`config.mk`:
```
export PLATFORM = sky130hd
export DESIGN_NAME = fomu_echo
export DESIGN_NICKNAME = d
export VERILOG_FILES = /design/src/source/board_pkg.sv /design/src/source/serial_pkg.sv /design/src/source/fomu_echo.sv /design/src/source/serial_rx.sv /design/src/source/serial_tx.sv /design/src/source/uart.sv
export VERILOG_INCLUDE_DIRS = /design/src /design/src/source
export SDC_FILE = /design/constraint.sdc
export NUM_CORES = 1
export LEC_CHECK = 0
export BUFFER_PORTS_ARGS = -buffer_cell sky130_fd_sc_hd__buf_2
export CORE_UTILIZATION = 64
export CTS_BUF_LIST = sky130_fd_sc_hd__clkbuf_8
export DETAILED_ROUTE_END_ITERATION = 6
export PLACE_DENSITY = 0.78
export RECOVER_POWER = 25
export SKIP_CTS_REPAIR_TIMING = 1
export SLEW_MARGIN = 20
export SYNTH_ARGS = -nofsm -noshare
export SYNTH_HDL_FRONTEND = slang
export SYNTH_HIERARCHICAL = 1
export SYNTH_SLANG_ARGS = --single-unit
```
`constraint.sdc`:
```
create_clock -name clk -period 2.6 [get_ports clk]
set_clock_uncertainty 0.05 [all_clocks]
set_input_delay 0.52 -clock clk [delete_from_list [all_inputs] [get_ports clk]]
set_output_delay 0.52 -clock clk [all_outputs]
set_load 0.03 [all_outputs]
```
`src/source/uart_settings.svh`:
```
// build-time 8N1 timing at one fixed rate; the truncated bit period needs CLK_FREQ >> BAUD_RATE
`ifndef UART_SETTINGS_SVH
`define UART_SETTINGS_SVH

// system clock after the on-board divide-by-two
`define CLK_FREQ 24_000_000

// line rate with no runtime baud select
`define BAUD_RATE 115_200

// clock cycles per serial bit after truncation
// 24 MHz / 115200 gives 208 and runs about 0.16 % fast
`define BIT_CYCLES (`CLK_FREQ / `BAUD_RATE)

// offset from the start-bit edge to its middle
`define HALF_BIT_CYCLES (`BIT_CYCLES / 2)

// both periods feed down-counters that stop at zero,
// so each module loads the period minus one
// BIT_CYCLES must stay above 2 for the half period to exist

`endif
```
`src/source/board_pkg.sv`:
```
// board-level types for the echo top; LED levels are active high, no PWM or current control
package board_pkg;

  // one level per LED colour
  typedef struct packed {
    logic r;  // rx activity
    logic g;  // tx activity
    logic b;  // break
  } led_t;

  // echo control states
  // idle waits for a byte and a free transmitter
  typedef enum logic {
    ECHO_IDLE,       // nothing in flight
    ECHO_WAIT_BUSY   // wr raised, waiting for busy
  } echo_state_e;

endpackage

```
`src/source/serial_pkg.sv`:
```
// serial byte and strobe types shared by the receiver, transmitter and their users; 8 data bits only
package serial_pkg;

  // one data word on the line, LSB sent first
  typedef logic [7:0] uart_byte_t;

  // receiver view toward the consumer
  // data is held while valid is high
  // brk is a level, high while the line sits low
  typedef struct packed {
    uart_byte_t data;   // last good byte
    logic       valid;  // byte waiting, cleared by rd
    logic       brk;    // line break seen
  } rx_status_t;

  // request from the producer into the transmitter
  // wr is a level, held until busy is seen high
  typedef struct packed {
    uart_byte_t data;  // byte to frame
    logic       wr;    // send request
  } tx_req_t;

  // 10 + 9 bits total across the two structs
  // no parity field and no framing error flag
  // a frame with a bad stop bit is dropped in the receiver

endpackage

```
`src/source/fomu_echo.sv`:
```
// echo top, every good rx byte is sent back on tx; LEDs are plain active-high levels, no driver
`timescale 1ns/1ps

module fomu_echo
  import serial_pkg::*;
  import board_pkg::*;
(
  input  logic clk,
  input  logic rst,
  input  logic rx,    // from host
  output logic tx,    // to host
  output led_t leds   // r rx, g tx, b break
);

  rx_status_t  status;   // from the receiver
  tx_req_t     request;  // to the transmitter
  logic        busy;
  logic        rd;       // one-cycle ack
  logic        wr_q;
  uart_byte_t  tx_data_q;
  echo_state_e state;

  uart i_uart (
    .clk     (clk),
    .rst     (rst),
    .rx      (rx),
    .rd      (rd),
    .request (request),
    .status  (status),
    .busy    (busy),
    .tx      (tx)
  );

  // echo control
  always_ff @(posedge clk)
  begin
    if (rst)
    begin
      state <= ECHO_IDLE;
      rd    <= 1'b0;
      wr_q  <= 1'b0;
    end
    else
    begin
      rd <= 1'b0;  // pulse only
      case (state)
        ECHO_IDLE:
          if (status.valid && !busy)  // byte waits in status while tx runs
          begin
            rd    <= 1'b1;
            wr_q  <= 1'b1;
            state <= ECHO_WAIT_BUSY;
          end
        ECHO_WAIT_BUSY:
          if (busy)
          begin
            wr_q  <= 1'b0;  // accepted
            state <= ECHO_IDLE;
          end
        default:
          state <= ECHO_IDLE;
      endcase
    end
  end

  // copy of the byte being echoed
  always_ff @(posedge clk)
  begin
    if (state == ECHO_IDLE && status.valid && !busy)
      tx_data_q <= status.data;
  end

  assign request = '{data: tx_data_q, wr: wr_q};

  // lit while the line is low
  assign leds = '{r: !rx, g: !tx, b: status.brk};

  // valid drops the cycle after rd, so a second ack would be a stale read
  a_rd_single: assert property (@(posedge clk) disable iff (rst)
    rd |=> !rd);

endmodule

```
`src/source/serial_rx.sv`:
```
// 8N1 receiver with one byte of holding; rx may be asynchronous, rate fixed in the settings header
`timescale 1ns/1ps
`include "uart_settings.svh"

module serial_rx
  import serial_pkg::*;
(
  input  logic       clk,
  input  logic       rst,
  input  logic       rx,      // raw line, idles high
  input  logic       rd,      // one-cycle read pulse
  output rx_status_t status
);

  localparam int TIMER_W = $clog2(`BIT_CYCLES);
  localparam logic [TIMER_W-1:0] BIT_LAST  = TIMER_W'(`BIT_CYCLES - 1);
  localparam logic [TIMER_W-1:0] HALF_LAST = TIMER_W'(`HALF_BIT_CYCLES - 1);
  localparam logic [3:0] START_BIT = 4'd0;
  localparam logic [3:0] STOP_BIT  = 4'd9;

  logic               rx_meta;  // first sync flop
  logic               rx_sync;  // second sync flop
  logic               rx_prev;  // for edge detect
  logic               active;   // frame in progress
  logic [TIMER_W-1:0] timer;    // counts down to next sample
  logic [3:0]         bit_cnt;  // 0 start, 1..8 data, 9 stop
  uart_byte_t         shift;
  uart_byte_t         data_q;
  logic               valid_q;
  logic               brk_q;
  logic               fall;
  logic               sample;

  assign fall   = rx_prev && !rx_sync;        // start edge
  assign sample = active && (timer == '0);    // mid-bit instant

  always_ff @(posedge clk)
  begin
    if (rst)
    begin
      rx_meta <= 1'b1;  // line idles high
      rx_sync <= 1'b1;
      rx_prev <= 1'b1;
      active  <= 1'b0;
      timer   <= '0;
      bit_cnt <= '0;
      valid_q <= 1'b0;
      brk_q   <= 1'b0;
    end
    else
    begin
      rx_meta <= rx;
      rx_sync <= rx_meta;
      rx_prev <= rx_sync;
      if (rd)
        valid_q <= 1'b0;  // consumer took it
      if (brk_q && rx_sync)
        brk_q <= 1'b0;    // line back high ends break
      if (!active)
      begin
        if (fall)
        begin
          active  <= 1'b1;
          timer   <= HALF_LAST;  // aim for middle of start bit
          bit_cnt <= START_BIT;
        end
      end
      else if (timer != '0)
        timer <= timer - 1'b1;
      else
      begin
        timer   <= BIT_LAST;
        bit_cnt <= bit_cnt + 1'b1;
        if (bit_cnt == START_BIT && rx_sync)
          active <= 1'b0;  // glitch, not a start bit
        else if (bit_cnt == STOP_BIT)
        begin
          active <= 1'b0;
          if (rx_sync)
            valid_q <= 1'b1;  // good frame, overwrites any unread byte
          else if (shift == '0)
          begin
            brk_q   <= 1'b1;  // ten low samples
            valid_q <= 1'b0;  // pending byte dropped by the break
          end
          // low stop with nonzero data falls through, frame discarded
        end
      end
    end
  end

  // payload path, no reset
  always_ff @(posedge clk)
  begin
    if (sample && bit_cnt > START_BIT && bit_cnt < STOP_BIT)
      shift <= {rx_sync, shift[7:1]};  // LSB first
    if (sample && bit_cnt == STOP_BIT && rx_sync)
      data_q <= shift;
  end

  assign status = '{data: data_q, valid: valid_q, brk: brk_q};

  // a break frame must never also present a byte
  a_valid_brk_excl: assert property (@(posedge clk) disable iff (rst)
    !(status.valid && status.brk));

endmodule

```
`src/source/serial_tx.sv`:
```
// 8N1 transmitter, one byte per accepted wr level; no FIFO, caller waits on busy
`timescale 1ns/1ps
`include "uart_settings.svh"

module serial_tx
  import serial_pkg::*;
(
  input  logic    clk,
  input  logic    rst,
  input  tx_req_t request,  // data plus wr level
  output logic    busy,     // high from acceptance through stop bit
  output logic    tx        // serial line, idles high
);

  localparam int TIMER_W = $clog2(`BIT_CYCLES);
  localparam logic [TIMER_W-1:0] BIT_LAST = TIMER_W'(`BIT_CYCLES - 1);
  localparam logic [3:0] LAST_BIT = 4'd9;  // stop bit index

  logic [9:0]         shift_q;  // stop, data, start; bit 0 on the line
  logic [TIMER_W-1:0] timer;    // cycles left in current bit
  logic [3:0]         bit_cnt;  // bit now on the line

  always_ff @(posedge clk)
  begin
    if (rst)
    begin
      shift_q <= '1;  // idle mark
      timer   <= '0;
      bit_cnt <= '0;
      busy    <= 1'b0;
    end
    else if (!busy)
    begin
      if (request.wr)
      begin
        shift_q <= {1'b1, request.data, 1'b0};  // frame it
        timer   <= BIT_LAST;
        bit_cnt <= '0;
        busy    <= 1'b1;
      end
    end
    else if (timer != '0)
      timer <= timer - 1'b1;
    else
    begin
      shift_q <= {1'b1, shift_q[9:1]};  // shift in marks behind the frame
      timer   <= BIT_LAST;
      if (bit_cnt == LAST_BIT)
        busy <= 1'b0;  // stop bit done, line already high
      else
        bit_cnt <= bit_cnt + 1'b1;
    end
  end

  assign tx = shift_q[0];

  // the register must have drained to marks by the time busy drops
  a_idle_mark: assert property (@(posedge clk) disable iff (rst)
    !busy |-> tx);

endmodule

```
`src/source/uart.sv`:
```
// paired receiver and transmitter behind rd/valid/brk and wr/busy; same fixed rate both ways
`timescale 1ns/1ps

module uart
  import serial_pkg::*;
(
  input  logic       clk,
  input  logic       rst,
  input  logic       rx,       // serial in
  input  logic       rd,       // ack of status.valid
  input  tx_req_t    request,  // byte and wr level
  output rx_status_t status,   // byte, valid, brk
  output logic       busy,     // transmitter occupied
  output logic       tx        // serial out
);

  // receive half
  serial_rx i_serial_rx (
    .clk    (clk),
    .rst    (rst),
    .rx     (rx),
    .rd     (rd),
    .status (status)
  );

  // transmit half
  serial_tx i_serial_tx (
    .clk     (clk),
    .rst     (rst),
    .request (request),
    .busy    (busy),
    .tx      (tx)
  );

  // acking an empty holding register would hide a protocol slip upstream
  a_rd_needs_valid: assert property (@(posedge clk) disable iff (rst)
    rd |-> status.valid);

endmodule

```
==> results.md <==
- Status: completed
- Leak: 1.21 nW
- Post-synth top flop: dfxtp_1
- Fin crit share: between 80% and 90%
- Core Box Area: approximately 4400 sq um
- # clock sinks: between 60 and 70
- Max IR drop VDD: 609 uV
- CP Data Required Time: approximately 2.5 ns
- Total Negative Setup Slacks: 0 ns
- Yosys cell types: 55
- Post-synth EDFFs: 24
- Nets: 292
- Reg-to-reg endpoint: i_uart/i_serial_rx/shift[6]
- Kind of critical path: reg -> reg
- Worst Path Buf+Inv: 0
- TritonRoute pass-1 iters: 4
- M2 GR Usage: between 30% and 40%
- CP startpoint kind: flip-flop
- Ys async rst share: 0%
- Initial antenna violation count: 0
- I/O pins: 7
- Seq pwr share: 52.3%
- Fmax: about 480 MHz
- # Max-Cap Violations: 0
- Yosys reg bits: 67
- Sw power: around 460 uW
- Met1 global-route usage: between 30% and 40%
- Clk Latency, worst-skew pair: roughly 0.33 ns
- RSZ-0062 raised after global routing: no
- Hold Fails Final Rpt: 0
- Worst path cell trace: nor4b_4 > nand2_2 > nor2_1
- Crit path max fanout: 15
- Max-slew violation count: 0
- R2r setup slk: between 0.5 and 0.6 ns
- Via Count: 2000
- Grt ovf: 0
- Sw Ratio: between 20% and 30%
- Hold wc startpoint: rx
- Int Power: roughly 1.7 mW
- Min Tclk post-route: about 2.1 ns
- Final Cell Area: around 3200 sq um
- Total chip power: roughly 2.1 mW
- Root Driver: clkbuf_8
- Initial core utilization: between 60% and 70%
- FF-to-FF Start: i_uart/i_serial_rx/active
- Largest net degree at the start of global routing: 37
- Synth Net Count: between 200 and 300
- Slew @ Worst Pin: 0.657 ns
- CTS tree: done
- Drt via density: about 5.9
- Synthesized area: 2950 sq um
- Worst Reg2Reg Path Length in Cells: 3
- Clock tree buffer depth: 2
- Most frequent cells in the layout: 43 x dfxtp_1, 24 x edfxtp_1, 22 x nor2_1
- Met3 usage: about 5.5%
- Chip Height: between 60 and 70 um
- Synthesis-to-layout area growth: 8.54%
- Commonest non-fill, non-tap cell in the layout: dfxtp_1
- Slowest Stage Delay on Critical Path: a little under 0.6 ns
- Share of cells above drive strength 1: 13.3%
- Critical Path End Type: flip-flop
- Warnings from Yosys: 6
- Pwr/cell area: roughly 670 nW/um^2
- Num CTS Buffers: 9
- Crit path max-delay cell type: dfxtp_1
- Top delay family on crit path: simple AND/OR/NAND/NOR gates
- Width of the die: 69.8 um
- Placement Cell Area: around 3000 sq um
- Total GRT Usage: between 20% and 30%
- Ant. Diodes: 0
- Mapped Avg Cell Area: between 10 and 15 sq um
- Slew HR: 56.0%
- Clock transition at the registers of the reported paths: 0.07 ns
- HP Class: in -> reg
- First-pass GRT wire length: around 9400 um
- Comb pwr share: under 10%
- Clock power frac: 42.4%
- Vias in the first global route: 1995
- Most Used Layer, Global Route: met2
- Post-Route WL: roughly 5200 um
- Syn Inst Count: between 200 and 300
- Rows: 24
- Worst hold slack: ~0.34 ns
- Filler cells: ~300
- Drt wl/cell: about 15 um
- Hold Path Depth: 2
- Final setup fails: 0
- Placer Congestion: 0.780
- WP data arrival: about 2.0 ns
- Clock H-tree levels: 3
- # DRC: 0
- Antenna viol nets, final: 0
- Die area: around 4900 sq um
- Port Buf Inserts: 6
- Hold Path Sink: i_uart/i_serial_rx/rx_meta
- Post-DP HPWL: 3440 um
- 1st-iter DRT viols: 170
- Seq/Total Area, Yosys: a little over half
==> final cells by class <==
class / count / area, sq um / share of cell area [%]
sequential: 67 / 1580 / 49.5
multi-input combinational: 180 / 1240 / 38.7
clock buffer: 9 / 124 / 3.87
clock inverter: 7 / 83.8 / 2.62
tap: 52 / 65.1 / 2.04
timing repair buffer: 10 / 60.1 / 1.88
inverter: 12 / 45.0 / 1.41
==> metal layers <==
layer / part of all wire, % / vias up
met5: 0 / -
met4: 0.58 / 0
met3: 3.1 / 4
met2: 46 / 39
met1: 50 / 957
li1: - / 1000
==> worst max path at each step <==
stage / cells after the start / start / slack [ns] / endpoint
after global routing: 3 / i_uart/i_serial_rx/active / 0.33 / i_uart/i_serial_rx/shift[4]
after floorplan: 5 / i_uart/i_serial_rx/timer[0] / 0.82 / i_uart/i_serial_rx/shift[0]
final: 3 / i_uart/i_serial_rx/active / 0.51 / i_uart/i_serial_rx/shift[6]
after global placement: 3 / i_uart/i_serial_rx/active / 0.64 / i_uart/i_serial_rx/shift[7]
after detailed placement: 3 / i_uart/i_serial_rx/active / 0.52 / i_uart/i_serial_rx/shift[5]
after CTS: 3 / i_uart/i_serial_rx/active / 0.51 / i_uart/i_serial_rx/shift[0]
==> power groups by stage <==
stage | clock network [mW] | registers (mW) | logic [mW]
2_1_floorplan | 0 | 1.13 | 0.0931
3_3_place_gp | 0 | 1.14 | 0.110
3_5_place_dp | 0 | 1.14 | 0.111
4_1_cts | 0.922 | 1.11 | 0.112
5_1_grt | 0.971 | 1.12 | 0.128
6_report | 0.903 | 1.11 | 0.113
==> metrics by stage <==
stage / instances / setup WS (ns) / utilization (%)
floorplan: 271 / 0.818 / -
global placement: 321 / 0.636 / 68.2
detailed placement: 321 / 0.517 / 68.2
CTS: 337 / 0.510 / 72.9
global route: 337 / 0.333 / 72.9
finish: 337 / 0.506 / 72.9
==> state kept, by name, indices dropped and copies added (netlist names), 4 cells and up <==
register / cells
i_uart/i_serial_rx/data_q: 8
i_uart/i_serial_tx/bit_cnt: 4
i_uart/i_serial_tx/timer: 8
i_uart/i_serial_rx/bit_cnt: 4
i_uart/i_serial_tx/shift_q: 9
tx_data_q: 8
i_uart/i_serial_rx/shift: 8
i_uart/i_serial_rx/timer: 8
==> cells in the mapped netlist, types with 2 or more instances <==
cell | instances | area, sq um
or3_1 | 3 | 18.8
or2_2 | 4 | 25.0
o21bai_1 | 7 | 52.6
nor4b_4 | 3 | 71.3
nand2_1 | 11 | 41.3
a21oi_1 | 12 | 60.1
nor3_1 | 7 | 35.0
and2_1 | 2 | 12.5
edfxtp_1 | 24 | 721
clkbuf_8 | 2 | 27.5
inv_1 | 12 | 45.0
xnor2_1 | 3 | 26.3
a31oi_1 | 4 | 25.0
nand3_1 | 11 | 55.1
o21ai_0 | 7 | 35.0
buf_4 | 2 | 15.0
clkbuf_1 | 6 | 22.5
o41ai_1 | 2 | 17.5
ha_1 | 9 | 113
and3b_1 | 2 | 17.5
nand2b_1 | 8 | 50.1
nand3b_1 | 3 | 22.5
a211oi_1 | 14 | 105
or3b_1 | 2 | 17.5
dfxtp_1 | 43 | 861
nor2b_1 | 13 | 81.3
nor2_1 | 22 | 82.6
xor2_1 | 3 | 26.3
nor4_1 | 4 | 25.0
==> kinds of logic after synthesis <==
logic type | count (synthesis) | share of synthesized area, %
XOR/XNOR | 6 | 1.78
AO/OA/AOI/OAI | 61 | 14.8
adder cells (fa/ha/maj) | 9 | 3.82
AND/OR/NAND/NOR | 103 | 21.2
buffers and inverters | 24 | 4.29
multiplexers | 1 | 0.340
flip-flops | 67 | 53.7
(Power assumes the default switching activity.)
